--- config.mk ---
export PLATFORM = sky130hd
export DESIGN_NAME = lane_seq_top
export DESIGN_NICKNAME = d
export VERILOG_FILES = /design/src/verilog/lane_seq_pkg.sv /design/src/verilog/vreg_addr_counter.sv /design/src/verilog/byte_enable_gen.sv /design/src/verilog/lane_valid_tracker.sv /design/src/verilog/lane_seq_ctrl.sv /design/src/verilog/lane_seq_top.sv
export SDC_FILE = /design/constraint.sdc
export NUM_CORES = 1
export LEC_CHECK = 0
export BUFFER_PORTS_ARGS = -buffer_cell sky130_fd_sc_hd__buf_2
export CORE_MARGIN = 2
export CORE_UTILIZATION = 55
export DETAILED_ROUTE_END_ITERATION = 16
export PLACE_DENSITY = 0.86
export SKIP_CTS_REPAIR_TIMING = 1
export SLEW_MARGIN = 20
export SYNTH_ARGS = -nofsm -noshare
export SYNTH_HDL_FRONTEND = slang
export SYNTH_SLANG_ARGS = --single-unit
--- constraint.sdc ---
create_clock -name clk_i -period 9.3 [get_ports clk_i]
set_clock_uncertainty 0.1 [all_clocks]
set_input_delay 0.465 -clock clk_i [delete_from_list [all_inputs] [get_ports clk_i]]
set_output_delay 0.465 -clock clk_i [all_outputs]
set_load 0.02 [all_outputs]
--- src/verilog/lane_seq_pkg.sv ---
package lane_seq_pkg;

   ////////////////////////////////////////
   // Sizes
   localparam int LANE_NUM        = 8;
   localparam int MEM_DEPTH       = 512;
   localparam int ADDR_W          = $clog2(MEM_DEPTH);
   localparam int MAX_VL_PER_LANE = 256;
   localparam int VL_W            = $clog2(LANE_NUM * MAX_VL_PER_LANE) + 1; // Holds the full count
   localparam int CNT_W           = $clog2(MAX_VL_PER_LANE) + 1;

   ////////////////////////////////////////
   // Encodings
   typedef enum logic [1:0] {
      NORMAL = 2'd0,
      STORE  = 2'd1,
      LOAD   = 2'd2
   } inst_type_e;

   typedef enum logic [1:0] {
      SEW_8  = 2'd0,
      SEW_16 = 2'd1,
      SEW_32 = 2'd2
   } sew_e;

   typedef enum logic [1:0] {
      IDLE       = 2'd0,
      RUN_NORMAL = 2'd1,
      RUN_STORE  = 2'd2,
      RUN_LOAD   = 2'd3
   } seq_state_e;

   ////////////////////////////////////////
   // Bundles
   typedef struct packed {
      logic [1:0]  op2_sel;
      logic [2:0]  op3_sel;
      logic [31:0] x_data;
      logic [4:0]  imm;
      logic [5:0]  opmode;
   } alu_ctrl_s;

   typedef struct packed {
      inst_type_e                             inst_type;
      sew_e                                   sew;
      logic [VL_W-1:0]                        vl;
      logic [$clog2(MAX_VL_PER_LANE)-1:0]     inst_delay;  // Operand read to result write
      logic [ADDR_W-1:0]                      start_waddr;
      logic [1:0][ADDR_W-1:0]                 start_raddr;
      logic                                   vector_mask;
      alu_ctrl_s                              alu;
   } vseq_cmd_s;

   typedef struct packed {
      logic                   en;
      logic [1:0][ADDR_W-1:0] raddr;
      sew_e                   sew;
   } vrf_rd_s;

   typedef struct packed {
      logic                     en;
      logic [ADDR_W-1:0]        addr;
      logic [LANE_NUM-1:0][3:0] bwen;  // One nibble per lane
   } vrf_wr_s;

endpackage

--- src/verilog/vreg_addr_counter.sv ---
`timescale 1ns/10ps

module vreg_addr_counter import lane_seq_pkg::*; (
   input  logic              clk_i,
   input  logic              rst_i,
   input  logic [ADDR_W-1:0] start_addr_i,
   input  logic              load_i,
   input  logic              step_i,
   input  sew_e              sew_i,
   output logic [ADDR_W-1:0] addr_o
);

   logic [ADDR_W-1:0] addr_q;
   logic [1:0]        elem_q;     // Elements already passed in this word
   logic [1:0]        last_elem;

   // Elements per word minus one
   always_comb begin
      case (sew_i)
         SEW_8:   last_elem = 2'd3;
         SEW_16:  last_elem = 2'd1;
         default: last_elem = 2'd0;
      endcase
   end

   always_ff @(posedge clk_i) begin
      if (!rst_i) begin
         addr_q <= '0;
         elem_q <= '0;
      end
      else if (load_i) begin
         addr_q <= start_addr_i;
         elem_q <= '0;
      end
      else if (step_i) begin
         if (elem_q == last_elem) begin  // Word complete
            addr_q <= addr_q + 1'b1;
            elem_q <= '0;
         end
         else begin
            elem_q <= elem_q + 1'b1;
         end
      end
   end

   assign addr_o = addr_q;

   // Stepping off the top of the lane memory would land on word 0
   a_no_wrap: assert property (@(posedge clk_i) disable iff (!rst_i)
      (step_i && !load_i && elem_q == last_elem) |-> (addr_q != ADDR_W'(MEM_DEPTH - 1)))
      else $error("vreg_addr_counter: address wrapped past MEM_DEPTH");

endmodule

--- src/verilog/byte_enable_gen.sv ---
`timescale 1ns/10ps

module byte_enable_gen import lane_seq_pkg::*; (
   input  logic                     clk_i,
   input  logic                     rst_i,
   input  logic                     run_i,
   input  sew_e                     sew_i,
   output logic [LANE_NUM-1:0][3:0] bwen_o
);

   logic [3:0] shift4_q;  // Byte position, one-hot
   logic [1:0] shift2_q;  // Halfword position
   logic [3:0] pattern;

   ////////////////////////////////////////
   // Rotation registers
   always_ff @(posedge clk_i) begin
      if (!rst_i) begin
         shift4_q <= 4'b0001;
         shift2_q <= 2'b01;
      end
      else if (run_i) begin
         shift4_q <= {shift4_q[2:0], shift4_q[3]};
         shift2_q <= {shift2_q[0], shift2_q[1]};
      end
      else begin
         // Idle cycle, next run starts at element 0
         shift4_q <= 4'b0001;
         shift2_q <= 2'b01;
      end
   end

   ////////////////////////////////////////
   // Pattern select
   always_comb begin
      case (sew_i)
         SEW_8:   pattern = shift4_q;
         SEW_16:  pattern = {{2{shift2_q[1]}}, {2{shift2_q[0]}}};
         SEW_32:  pattern = 4'b1111;
         default: pattern = 4'b0000;
      endcase
   end

   assign bwen_o = {LANE_NUM{pattern}};  // Same pattern in every lane

endmodule

--- src/verilog/lane_valid_tracker.sv ---
`timescale 1ns/10ps

module lane_valid_tracker import lane_seq_pkg::*; (
   input  logic                clk_i,
   input  logic                rst_i,
   input  logic [VL_W-1:0]     vl_i,
   input  logic                load_i,
   input  logic                step_i,
   output logic [LANE_NUM-1:0] valid_o
);

   logic [VL_W-1:0] remain_q;  // Elements not yet covered by a read word

   ////////////////////////////////////////
   // Remaining element count
   always_ff @(posedge clk_i) begin
      if (!rst_i) begin
         remain_q <= '0;
      end
      else if (load_i) begin
         remain_q <= vl_i;
      end
      else if (step_i) begin
         // Floor at zero so idle cycles show no valid lane
         if (remain_q > VL_W'(LANE_NUM)) begin
            remain_q <= remain_q - VL_W'(LANE_NUM);
         end
         else begin
            remain_q <= '0;
         end
      end
   end

   ////////////////////////////////////////
   // Lane mask
   always_comb begin
      for (int i = 0; i < LANE_NUM; i++) begin
         valid_o[i] = (remain_q > VL_W'(i));  // Lane i holds element 8k + i
      end
   end

endmodule

--- src/verilog/lane_seq_ctrl.sv ---
`timescale 1ns/10ps

module lane_seq_ctrl import lane_seq_pkg::*; (
   input  logic                               clk_i,
   input  logic                               rst_i,
   input  logic                               start_i,
   input  vseq_cmd_s                          cmd_i,
   input  logic                               load_last_i,
   input  logic [LANE_NUM-1:0][3:0]           load_bwen_i,
   input  logic [LANE_NUM-1:0][3:0]           wr_bwen_i,
   input  logic [1:0][ADDR_W-1:0]             raddr_i,
   input  logic [ADDR_W-1:0]                  waddr_i,
   output logic                               ready_o,
   output logic                               ready_for_load_o,
   output logic                               cnt_load_o,
   output logic                               rd_step_o,
   output logic                               wr_step_o,
   output sew_e                               rd_sew_o,
   output sew_e                               wr_sew_o,
   output logic                               pattern_run_o,
   output logic                               valid_load_o,
   output logic                               valid_step_o,
   output vrf_rd_s                            vrf_rd_o,
   output vrf_wr_s                            vrf_wr_o,
   output logic [$clog2(MAX_VL_PER_LANE)-1:0] vmrf_addr_o,
   output logic                               vmrf_wen_o,
   output logic                               store_data_valid_o,
   output alu_ctrl_s                          alu_o
);

   localparam int LANE_SH = $clog2(LANE_NUM);

   seq_state_e                         state;
   vseq_cmd_s                          cmd_q;
   logic                               accept;
   logic [VL_W:0]                      vl_sum;
   logic [VL_W:0]                      w_full;
   logic [CNT_W-1:0]                   w_in;          // Read limit of the incoming command
   logic [CNT_W:0]                     limit_sum_in;
   logic [CNT_W-1:0]                   read_limit_q;
   logic [CNT_W:0]                     limit_sum_q;   // Delay plus read limit
   logic [CNT_W-1:0]                   main_cnt;
   logic [CNT_W:0]                     next_cnt;
   logic [$clog2(MAX_VL_PER_LANE)-1:0] vmrf_cnt;
   logic                               rd_en_q;
   logic                               wr_en_q;
   sew_e                               rd_sew_q;
   sew_e                               wr_sew_q;
   logic                               rd_more;
   logic                               wr_window;

   ////////////////////////////////////////
   // Read limit, ceil(vl / LANE_NUM)
   assign accept       = start_i && ready_o;
   assign vl_sum       = {1'b0, cmd_i.vl} + (VL_W + 1)'(LANE_NUM - 1);
   assign w_full       = vl_sum >> LANE_SH;
   assign w_in         = w_full[CNT_W-1:0];
   assign limit_sum_in = (CNT_W + 1)'(cmd_i.inst_delay) + (CNT_W + 1)'(w_in);

   assign next_cnt  = {1'b0, main_cnt} + 1'b1;                    // Cycle index of the next cycle
   assign rd_more   = next_cnt < (CNT_W + 1)'(read_limit_q);
   assign wr_window = (next_cnt >= (CNT_W + 1)'(cmd_q.inst_delay)) && (next_cnt < limit_sum_q);

   // Instruction register
   always_ff @(posedge clk_i) begin
      if (accept) begin
         cmd_q        <= cmd_i;
         read_limit_q <= w_in;
         limit_sum_q  <= limit_sum_in;
      end
   end

   ////////////////////////////////////////
   // FSM and counters
   always_ff @(posedge clk_i) begin
      if (!rst_i) begin
         state    <= IDLE;
         ready_o  <= 1'b1;
         rd_en_q  <= 1'b0;
         wr_en_q  <= 1'b0;
         main_cnt <= '0;
         vmrf_cnt <= '0;
         rd_sew_q <= SEW_32;
         wr_sew_q <= SEW_32;
      end
      else if (accept) begin
         main_cnt <= '0;
         vmrf_cnt <= '0;
         ready_o  <= 1'b0;
         rd_sew_q <= cmd_i.sew;
         wr_sew_q <= cmd_i.sew;
         case (cmd_i.inst_type)
            NORMAL: begin
               state   <= RUN_NORMAL;
               rd_en_q <= (w_in != '0);
               wr_en_q <= (w_in != '0) && (cmd_i.inst_delay == '0);  // Zero delay writes at once
            end
            STORE: begin
               state    <= RUN_STORE;
               rd_en_q  <= (w_in != '0);
               rd_sew_q <= SEW_32;     // Store data moves whole words
            end
            LOAD: begin
               state    <= RUN_LOAD;
               wr_en_q  <= 1'b1;
               wr_sew_q <= SEW_32;     // One word per beat
            end
            default: begin
               ready_o <= 1'b1;        // Unknown type is dropped
            end
         endcase
      end
      else begin
         if (state != IDLE) begin
            main_cnt <= main_cnt + 1'b1;
         end
         if (wr_en_q && state == RUN_NORMAL) begin
            vmrf_cnt <= vmrf_cnt + 1'b1;
         end
         case (state)
            RUN_NORMAL: begin
               rd_en_q <= rd_more;
               wr_en_q <= wr_window;
               if (next_cnt >= limit_sum_q) begin  // Last write done
                  state   <= IDLE;
                  ready_o <= 1'b1;
               end
            end
            RUN_STORE: begin
               rd_en_q <= rd_more;
               if (!rd_more) begin
                  state   <= IDLE;
                  ready_o <= 1'b1;
               end
            end
            RUN_LOAD: begin
               if (load_last_i) begin  // Load unit ends the sequence
                  wr_en_q <= 1'b0;
                  state   <= IDLE;
                  ready_o <= 1'b1;
               end
            end
            default: begin
               rd_en_q <= 1'b0;
               wr_en_q <= 1'b0;
            end
         endcase
      end
   end

   ////////////////////////////////////////
   // Counter and generator controls
   assign cnt_load_o    = accept;
   assign rd_step_o     = rd_en_q;
   assign wr_step_o     = wr_en_q;
   assign rd_sew_o      = rd_sew_q;
   assign wr_sew_o      = wr_sew_q;
   assign pattern_run_o = wr_en_q && (state == RUN_NORMAL);
   assign valid_load_o  = accept && (cmd_i.inst_type != LOAD);  // Loads read nothing
   assign valid_step_o  = rd_en_q;

   // Port outputs
   assign vrf_rd_o.en    = rd_en_q;
   assign vrf_rd_o.raddr = raddr_i;
   assign vrf_rd_o.sew   = rd_sew_q;

   assign vrf_wr_o.en   = wr_en_q;
   assign vrf_wr_o.addr = waddr_i;
   assign vrf_wr_o.bwen = (state == RUN_LOAD) ? load_bwen_i : wr_bwen_i;

   assign ready_for_load_o   = wr_en_q && (state == RUN_LOAD);
   assign store_data_valid_o = rd_en_q && (state == RUN_STORE);
   assign vmrf_addr_o        = vmrf_cnt;
   assign vmrf_wen_o         = wr_en_q && cmd_q.vector_mask;
   assign alu_o              = cmd_q.alu;

   ////////////////////////////////////////
   // Checks
   a_ready_no_write: assert property (@(posedge clk_i) disable iff (!rst_i)
      !(ready_o && vrf_wr_o.en))
      else $error("lane_seq_ctrl: write enable high while ready");

   // Ready only while no instruction runs
   a_idle_ready: assert property (@(posedge clk_i) disable iff (!rst_i)
      (state == IDLE) == ready_o)
      else $error("lane_seq_ctrl: ready_o out of step with the state");

endmodule

--- src/verilog/lane_seq_top.sv ---
`timescale 1ns/10ps

module lane_seq_top import lane_seq_pkg::*; (
   input  logic                               clk_i,
   input  logic                               rst_i,
   input  logic                               start_i,
   input  vseq_cmd_s                          cmd_i,
   output logic                               ready_o,
   input  logic [LANE_NUM-1:0][3:0]           load_bwen_i,
   input  logic                               load_last_i,
   output logic                               ready_for_load_o,
   output vrf_rd_s                            vrf_rd_o,
   output vrf_wr_s                            vrf_wr_o,
   output logic [$clog2(MAX_VL_PER_LANE)-1:0] vmrf_addr_o,
   output logic                               vmrf_wen_o,
   output logic [LANE_NUM-1:0]                read_data_valid_o,
   output logic                               store_data_valid_o,
   output alu_ctrl_s                          alu_o
);

   logic                     cnt_load;
   logic                     rd_step;
   logic                     wr_step;
   sew_e                     rd_sew;
   sew_e                     wr_sew;
   logic                     pattern_run;
   logic                     valid_load;
   logic                     valid_step;
   logic [1:0][ADDR_W-1:0]   raddr;
   logic [ADDR_W-1:0]        waddr;
   logic [LANE_NUM-1:0][3:0] wr_bwen;

   lane_seq_ctrl u_ctrl (
      .clk_i              (clk_i),
      .rst_i              (rst_i),
      .start_i            (start_i),
      .cmd_i              (cmd_i),
      .load_last_i        (load_last_i),
      .load_bwen_i        (load_bwen_i),
      .wr_bwen_i          (wr_bwen),
      .raddr_i            (raddr),
      .waddr_i            (waddr),
      .ready_o            (ready_o),
      .ready_for_load_o   (ready_for_load_o),
      .cnt_load_o         (cnt_load),
      .rd_step_o          (rd_step),
      .wr_step_o          (wr_step),
      .rd_sew_o           (rd_sew),
      .wr_sew_o           (wr_sew),
      .pattern_run_o      (pattern_run),
      .valid_load_o       (valid_load),
      .valid_step_o       (valid_step),
      .vrf_rd_o           (vrf_rd_o),
      .vrf_wr_o           (vrf_wr_o),
      .vmrf_addr_o        (vmrf_addr_o),
      .vmrf_wen_o         (vmrf_wen_o),
      .store_data_valid_o (store_data_valid_o),
      .alu_o              (alu_o)
   );

   ////////////////////////////////////////
   // Address counters
   vreg_addr_counter u_waddr_cnt (
      .clk_i        (clk_i),
      .rst_i        (rst_i),
      .start_addr_i (cmd_i.start_waddr),
      .load_i       (cnt_load),
      .step_i       (wr_step),
      .sew_i        (wr_sew),
      .addr_o       (waddr)
   );

   for (genvar i = 0; i < 2; i++) begin : g_raddr  // One per source operand
      vreg_addr_counter u_raddr_cnt (
         .clk_i        (clk_i),
         .rst_i        (rst_i),
         .start_addr_i (cmd_i.start_raddr[i]),
         .load_i       (cnt_load),
         .step_i       (rd_step),
         .sew_i        (rd_sew),
         .addr_o       (raddr[i])
      );
   end

   ////////////////////////////////////////
   // Byte enables and lane valid
   byte_enable_gen u_bwen_gen (
      .clk_i  (clk_i),
      .rst_i  (rst_i),
      .run_i  (pattern_run),
      .sew_i  (wr_sew),
      .bwen_o (wr_bwen)
   );

   lane_valid_tracker u_valid (
      .clk_i   (clk_i),
      .rst_i   (rst_i),
      .vl_i    (cmd_i.vl),
      .load_i  (valid_load),
      .step_i  (valid_step),
      .valid_o (read_data_valid_o)
   );

endmodule

==> results.md, run 1 <==
CTS:
- CTS saw 153 sinks.
- The later pin in the worst-skew pair is clocked with a latency of 0.42 ns.
- The H-tree depth reported by CTS is 4.
- The number of clock buffers added by TritonCTS is 17.
- In this run the clock root is driven by a sky130_fd_sc_hd__clkbuf_16.
- The CTS tree is done.
- After clock tree synthesis, the clock-pin slew on the worst setup and hold paths is 0.06 ns.
- The buffer depth of the longest clock path is 2.

Worst setup path:
- Data on the critical path is required at its endpoint by 9.51 ns.
- On the worst path, the slowest cell contributes a delay of 0.46 ns.
- Traced cell by cell, the critical path runs through ha_1 > inv_1 > or3_1 > xnor2_1 > ha_1 > o21ai_0 > o21ai_0 > nor4_1 > o211ai_1 > and3_1 > o31a_1.
- Along the worst path, the maximum fanout reaches 7.
- The arrival time of the worst setup path is 3.45 ns.
- The kind of capture point of the worst setup path is a register.
- The kind of critical path is register to register.
- The library cell contributing the largest single delay on the critical path is sky130_fd_sc_hd__dfxtp_1.
- The worst setup path is launched from a register.

Pwr:
- The share of total power dissipated in the clock network is 0.377.
- Summed over all nets, the switching power comes to 560 µW.
- The net switching share of the total power is 0.290.
- Of the total power, combinational logic draws 0.204.
- The final total power is 1930 µW.
- IR analysis of the VDD net gives a maximum drop of 119 µV.
- Of the total power, registers draw 0.420.
- The cell area power density is 197 nW/µm².
- The internal portion of total power is 1370 µW.
- Summed over all cells, the static leakage comes to 0.00431 µW.

Detailed routing:
- The first detailed-routing pass took 6 iterations.
- The highest routed metal layer is met4.
- The detailed router placed 6,644 vias in this run.
- The total detailed-routing wirelength is 19.4 mm.
- The routed design uses 1.29 mm of met3 wire.
- The number of nets with antenna violations after routing is 0.
- The final routed DRC violation total is 0.
- The met2 routed wirelength is 9.43 mm.
- The met1 layer wirelength in the final routing is 8.23 mm.
- After detailed routing, the number of vias per cell comes to 5.54.
- In the final routed layout, each cell accounts on average for 16.2 µm.
- The detailed router finished its first iteration with 350 violations.

GRT:
- The via count of the first global-routing pass is 6,206.
- The number of antenna violations at the first check in global routing is 0.
- Summed over all layers, the global routing overflow is 0.
- Across every metal layer, demand over resource in global routing totals 0.246.
- Entering global routing, the biggest net connects 87 pins.
- The global-route wire length before repair is 31.1 mm.

Placed design:
- Buffers placed on the I/O ports in this run total 266.
- The detailed-placement wirelength estimate is 14.5 mm.
- The setup slack at placement is 6.10 ns.
- The placer's final routability congestion estimate is 0.929.

Synthesis:
- Counting flops with an async set or reset pin after synthesis yields a share of 0.
- The distinct cell type count of the synthesized netlist is 61.
- In the synthesized netlist the dominant register cell turns out to be sky130_fd_sc_hd__dfxtp_1.
- In this run, synthesis inferred 76 flip-flops with an integrated enable.
- The count of synthesis-stage warnings from yosys is 0.
- The gate count of the mapped netlist is 795.
- The post-synthesis register bit count is 153.
- The average instance area after synthesis is 10.2 µm².
- The number of nets in the synthesized netlist is 981.
- The post-synthesis instance area is 8080 µm².
- The share of synthesized area occupied by flip-flops and latches is 0.473.

Layout:
- The total inserted antenna cells is 0.
- The final layout contains 1,188 nets.
- Of the cells placed in the final design, the portion with a size suffix greater than 1 is 0.306.
- The area growth from synthesis to layout is 21.1%.

STA:
- Based on the critical path, the design can be clocked at up to 309 MHz.
- In the finished design, the share of the clock period the worst path needs comes to 0.348.
- Headroom to the max-slew limit came out at 0.304.
- Setup repair after global routing left no endpoint under its margin.
- Setup violations remaining at the end of the flow were counted as 0.
- The number of hold violations in the final report came to 0.
- The clock period could shrink to 3.23 ns.
- After routing, the total negative slack on setup checks comes to 0 ns.
- The count of final max-slew check failures came to 0.
- The actual transition at the worst max-transition pin is 1.04 ns.
- The worst path setup slack after routing is 6.07 ns.

Run:
- The number of max-cap violations is 0.

Floorplan:
- The placeable core area is 14,400 µm².
- 267 I/O pins were placed.
- The overall die area is 15,700 µm².
- The total number of placement rows is 44.
- The die is 125 µm wide.
- For this configuration, the core starts out at a cell density of 0.560.
- The die is 125 µm tall.

Outcome:
- The run finished with clean final reports.

Worst hold path:
- The class of the tightest hold or removal check is input port to register.
-- cell type report --
type | count | area (µm²)
Fill cell | 1147 | 4630
Inverter | 43 | 163
Timing Repair Buffer | 269 | 1350
Clock buffer | 17 | 425
Sequential cell | 153 | 3820
Multi-Input combinational cell | 518 | 3590
Tap cell | 184 | 230
Clock inverter | 15 | 199
-- cell usage after synthesis (all sizes together), types with 2 or more instances --
library cell,instances,area share
a211oi,22,0.020
a21o,37,0.035
a21oi,32,0.020
a221oi,3,0.0033
a311oi,2,0.0022
a31oi,5,0.0039
a32o,4,0.0050
and2,6,0.0046
and3,12,0.0093
and4,6,0.0065
buf,59,0.053
clkbuf,22,0.010
dfxtp,77,0.19
edfxtp,76,0.28
ha,49,0.076
inv,42,0.020
mux2i,7,0.0087
nand2,38,0.018
nand2b,5,0.0039
nand3,18,0.011
nand3b,5,0.0046
nand4,15,0.012
nor2,57,0.026
nor2b,7,0.0054
nor3,18,0.011
nor3b,6,0.0056
nor4,7,0.0054
o211ai,2,0.0019
o21a,4,0.0037
o21ai,39,0.025
o21bai,4,0.0037
o22ai,2,0.0015
o31a,2,0.0022
o31ai,6,0.0056
o32ai,2,0.0022
or2,2,0.0015
or3,15,0.012
or4,2,0.0023
xnor2,33,0.036
xor2,33,0.036
-- critical path: cells and delay by family (launching register included) --
kind | cells | cell delay (ns)
AND/OR/NAND/NOR | 3 | 1.06
AO/OA/AOI/OAI | 4 | 0.66
adder cells (fa/ha/maj) | 2 | 0.54
flip-flops | 1 | 0.46
XOR/XNOR | 1 | 0.23
buffers and inverters | 1 | 0.08
-- placed cells by master (no fill, tap or decap), drive strengths merged, types with 6 or more instances in the layout --
| master | n |
|---|---|
| mux2i | 7 |
| nor2 | 57 |
| nand2 | 38 |
| and2 | 6 |
| clkinv | 7 |
| nor2b | 7 |
| inv | 44 |
| nand3 | 18 |
| nor4 | 7 |
| o21ai | 39 |
| a21oi | 32 |
| and3 | 12 |
| or3 | 15 |
| nand4 | 15 |
| edfxtp | 76 |
| clkbuf | 17 |
| nor3 | 18 |
| and4 | 6 |
| a211oi | 22 |
| o31ai | 6 |
| a21o | 37 |
| nor3b | 6 |
| xnor2 | 33 |
| buf | 269 |
| ha | 49 |
| dfxtp | 77 |
| xor2 | 33 |
-- registers in the layout, summed over array words and instances (netlist names), 4 cells and up --
register,flops
u_ctrl.alu_o,48
g_raddr.u_raddr_cnt.addr_o,18
u_valid.remain_q,12
u_ctrl.limit_sum_q,10
u_ctrl.cmd_q,9
u_ctrl.main_cnt,9
u_ctrl.read_limit_q,9
u_waddr_cnt.addr_o,9
u_ctrl.vmrf_addr_o,8
g_raddr.u_raddr_cnt.elem_q,4
u_bwen_gen.shift4_q,4
-- cell families (layout without fill, tap and decap cells) --
group | after synthesis | in the layout | synth area share
buffers and inverters | 124 | 344 | 0.0828
XOR/XNOR | 66 | 66 | 0.0715
adder cells (fa/ha/maj) | 50 | 50 | 0.0783
flip-flops | 153 | 153 | 0.473
AND/OR/NAND/NOR | 221 | 221 | 0.142
AO/OA/AOI/OAI | 174 | 174 | 0.143
multiplexers | 7 | 7 | 0.00867
-- power by group through the flow --
stage	Sequential (µW)	Combinational (µW)	Clock [µW]
final	809	393	726
after detailed placement	823	390	0
after global placement	820	381	0
after CTS	809	393	739
after global routing	815	430	771
after floorplan	828	274	0
-- through the flow --
stage	instances	instance area (µm²)	hold slack, ns	util
floorplan	795	8080	0.315	-
global placement	1167	9160	0.321	0.635
detailed placement	1167	9160	0.334	0.635
CTS	1199	9790	0.0970	0.679
global route	1199	9790	0.0953	0.679
finish	1199	9790	0.118	0.679
-- worst paths after layout --
check / from / endpoint / slack (ns) / cells after the start
hold / removal: cmd_i[14] / u_ctrl.alu_o[14] / 0.12 / 1
setup / recovery: u_ctrl.main_cnt[0] / u_ctrl.ready_o / 6.07 / 11
hold reg to reg: u_bwen_gen.shift2_q[1] / u_bwen_gen.shift2_q[0] / 0.35 / 1
setup reg to reg: u_ctrl.main_cnt[0] / u_ctrl.ready_o / 6.07 / 11
-- routing by layer --
| metal | global-route usage | up-vias |
|---|---|---|
| met3 | 0.0565 | 35 |
| met1 | 0.315 | 3125 |
| met5 | 0 | - |
| li1 | - | 3222 |
| met4 | 0.0915 | 0 |
| met2 | 0.411 | 262 |
No activity file was read; power rests on OpenSTA's default activity.
==> run 2, diff against run 1 <==
--- a/config.mk
+++ b/config.mk
@@ -7,9 +7,9 @@
 export LEC_CHECK = 0
 export BUFFER_PORTS_ARGS = -buffer_cell sky130_fd_sc_hd__buf_2
 export CORE_MARGIN = 2
-export CORE_UTILIZATION = 55
+export CORE_UTILIZATION = 51
 export DETAILED_ROUTE_END_ITERATION = 16
-export PLACE_DENSITY = 0.86
+export PLACE_DENSITY = 0.8
 export SKIP_CTS_REPAIR_TIMING = 1
 export SLEW_MARGIN = 20
 export SYNTH_ARGS = -nofsm -noshare
==> constraint.sdc (replaced) <==
create_clock -name clk_i -period 3 [get_ports clk_i]
set_clock_uncertainty 0.1 [all_clocks]
set_input_delay 0.15 -clock clk_i [delete_from_list [all_inputs] [get_ports clk_i]]
set_output_delay 0.15 -clock clk_i [all_outputs]
set_load 0.02 [all_outputs]
==> results.md, run 2 (same netlist as run 1, synthesis figures left out) <==
Outcome:
- The run finished, with violations left.
- The checks that failed: hold timing.

GRT:
- The met2 demand-to-capacity share in global routing was 0.402 (-0.00920).
- The total routing usage reported by global routing is 0.225 (-0.0213).
- The global routing met1 resource utilization is 0.261 (-0.0538).
- The number of antenna violations at the first check in global routing is 1 (+1).
- The pin count of the biggest net entering global routing was 58 (-33%).
- In this run the most used layer during global routing was met2.
- The global-route congestion overflow total is 0 (unchanged).
- The global-route wire length before repair came to 29.6 mm (-4.8%).
- The via count of the first global-routing pass is 6,062 (-2.3%).
- The met3 routing resource usage after global routing was 0.0504 (-0.00605).

CTS:
- The number of buffers created by CTS came to 17 (unchanged).
- The buffer depth of the longest clock path is 2 (unchanged).
- The later-pin clock latency in the skew report is 0.42 ns (about the same).
- The clock sink total is 153 (unchanged).
- The CTS tree is done.
- The clock transition at the register clock pins on the worst setup and hold paths after CTS came to 0.07 ns (about the same).
- The root buffer cell chosen for the clock tree is sky130_fd_sc_hd__clkbuf_16.
- The H-tree depth reported by CTS came to 4 (unchanged).

Detailed routing:
- The vias after detailed routing came to 7,098 (+6.8%).
- The ratio of routed vias to standard cells is 5.31 (-4.1%).
- The starting DRC count in detailed routing is 372 (+6.3%).
- The number of optimization iterations in the first detailed-route pass was 5 (-1).
- The total detailed-routing wirelength was 22.0 mm (+13%).
- The final routed DRC violation total is 0 (unchanged).
- The routed wirelength normalized by instance count is 16.5 µm (+1.7%).
- The number of nets with antenna violations after routing is 0 (unchanged).

Pwr:
- The cell area power density came to 541 nW/µm² (+170%).
- The worst-case vdd ir drop came to 434 µV (+260%).
- The final total power is 5860 µW (+200%).
- The reported leakage power is 0.00475 µW (+10%).

Floorplan:
- The starting density of the core is 0.514 (-0.0460).
- The die width is 130 µm (+3.7%).
- The placeable core area was 15,700 µm² (+8.9%).
- The die extent in y is 130 µm (+3.7%).
- The total number of placement rows is 46 (+4.5%).
- The overall die area is 16,900 µm² (+7.6%).
- The I/O pin count is 267 (unchanged).

Layout:
- The number of flip-flops in the largest register is 48 (unchanged).
- The number of nets in the layout is 1,292 (+8.8%).
- The library cells used most frequently in the layout, excluding fill and tap cells, are sky130_fd_sc_hd__buf_2 (266), sky130_fd_sc_hd__dlygate4sd3_1 (92), sky130_fd_sc_hd__edfxtp_1 (76).
- The share of final-layout standard cells stronger than drive strength 1 is 0.302 (-0.00435).
- The number of inserted filler cells in the final layout was 1,164 (+1.5%).
- Relative to the synthesized area, the layout overhead comes to 34.0%.
- The most common cell after layout, fill and taps aside is sky130_fd_sc_hd__buf_2.

STA:
- The setup total negative slack came to 0 ns (unchanged).
- The worst slew slack as a fraction of its limit came to 0.457 (+0.153).
- The hold slack is -0.0333 ns (-0.151 ns).
- The count of final max-slew check failures is 0 (unchanged).
- The total of endpoints with negative setup slack in the final report is 0 (unchanged).
- The actual transition at the worst max-transition pin is 0.813 ns (-0.231 ns).
- The maximum clock frequency came to 356 MHz (+15%).
- The final clock period utilization by the worst path is 0.936 (+0.588).
- The number of hold violations in the final report is 1 (+1).
- The clock period minus worst slack is 2.81 ns (-0.426 ns).

Worst setup path:
- For this design, the slowest cell found on the critical path is sky130_fd_sc_hd__or3_4.
- The highest cell delay on the worst timing path came to 0.42 ns (-0.04 ns).
- The endpoint required time on the critical path is 3.21 ns (-6.30 ns).
- The worst setup path is of the register to register kind.
- The kind of capture point of the worst setup path is a register.
- Traced cell by cell, the critical path runs through ha_1 > inv_1 > or3_4 > xnor2_2 > ha_1 > o21ai_1 > o21ai_1 > nor4_2 > o211ai_1 > and3_4 > o31a_1.
- The startpoint class of the critical path is a register.
- The top fanout value on the critical path is 4 (-3).
- The arrival time of the worst setup path is 3.02 ns (-0.43 ns).

Placed design:
- The detailed-placement wirelength estimate is 14.8 mm (+2.2%).
- The quantity of I/O buffers inserted on ports is 266 (unchanged).
- The placer's final routability congestion estimate came to 0.908 (-2.2%).

Worst hold path:
- The min-delay analysis places its worst path in the category input port to register.

Run:
- The number of max-cap violations is 0 (unchanged).
run 2: where the power goes:
| part | switching (µW) | total (µW) | leakage (µW) | internal, µW |
|---|---|---|---|---|
| combinational | 796 | 1350 | 0.00313 | 558 |
| sequential | 115 | 2500 | 0.00137 | 2380 |
| clock | 925 | 2010 | 0.000259 | 1090 |
| total | 1840 | 5860 | 0.00475 | 4030 |
run 2: final timing paths:
path | to | slack [ns] | cells after the start | startpoint
worst min register to register | u_bwen_gen.shift4_q[0] | 0.37 | 1 | u_bwen_gen.shift4_q[3]
worst min-delay path | g_raddr[1].u_raddr_cnt.addr_o[4] | -0.03 | 3 | cmd_i[62]
worst max-delay path | u_ctrl.ready_o | 0.19 | 11 | u_ctrl.main_cnt[1]
worst max register to register | u_ctrl.ready_o | 0.19 | 11 | u_ctrl.main_cnt[1]
run 2: through the flow:
| step | instance area [µm²] | util | worst slack (ns) | cells |
|---|---|---|---|---|
| 2_1_floorplan | 8080 | - | 0.155 | 795 |
| 5_1_grt | 10800 | 0.689 | -0.0314 | 1335 |
| 4_1_cts | 9840 | 0.626 | -0.0897 | 1242 |
| 6_report | 10800 | 0.689 | 0.192 | 1336 |
| 3_3_place_gp | 9290 | 0.591 | 0.0562 | 1210 |
| 3_5_place_dp | 9290 | 0.591 | -0.0661 | 1210 |
run 2: worst max-delay path, delay by kind of cell (launching register included):
family                   cells  cell delay, ns
buffers and inverters        1            0.08
adder cells (fa/ha/maj)      2            0.43
AO/OA/AOI/OAI                4            0.58
AND/OR/NAND/NOR              3            0.95
flip-flops                   1            0.35
XOR/XNOR                     1            0.20
run 2: layer usage:
metal	up-vias	wire, µm	share of wire
met5	-	0	0
met2	279	11300	0.52
met3	43	1310	0.059
met4	0	595	0.027
met1	3335	8770	0.40
li1	3441	-	-
run 2: area by class of cell:
type / instances / area, µm² / share of cell area
Clock inverter: 15 / 133 / 0.0122
Timing Repair Buffer: 373 / 2360 / 0.218
Clock buffer: 17 / 425 / 0.0393
Sequential cell: 153 / 3830 / 0.353
Multi-Input combinational cell: 518 / 3650 / 0.337
Inverter: 43 / 163 / 0.0150
Antenna cell: 1 / 2.50 / 0.000231
Tap cell: 216 / 270 / 0.0249
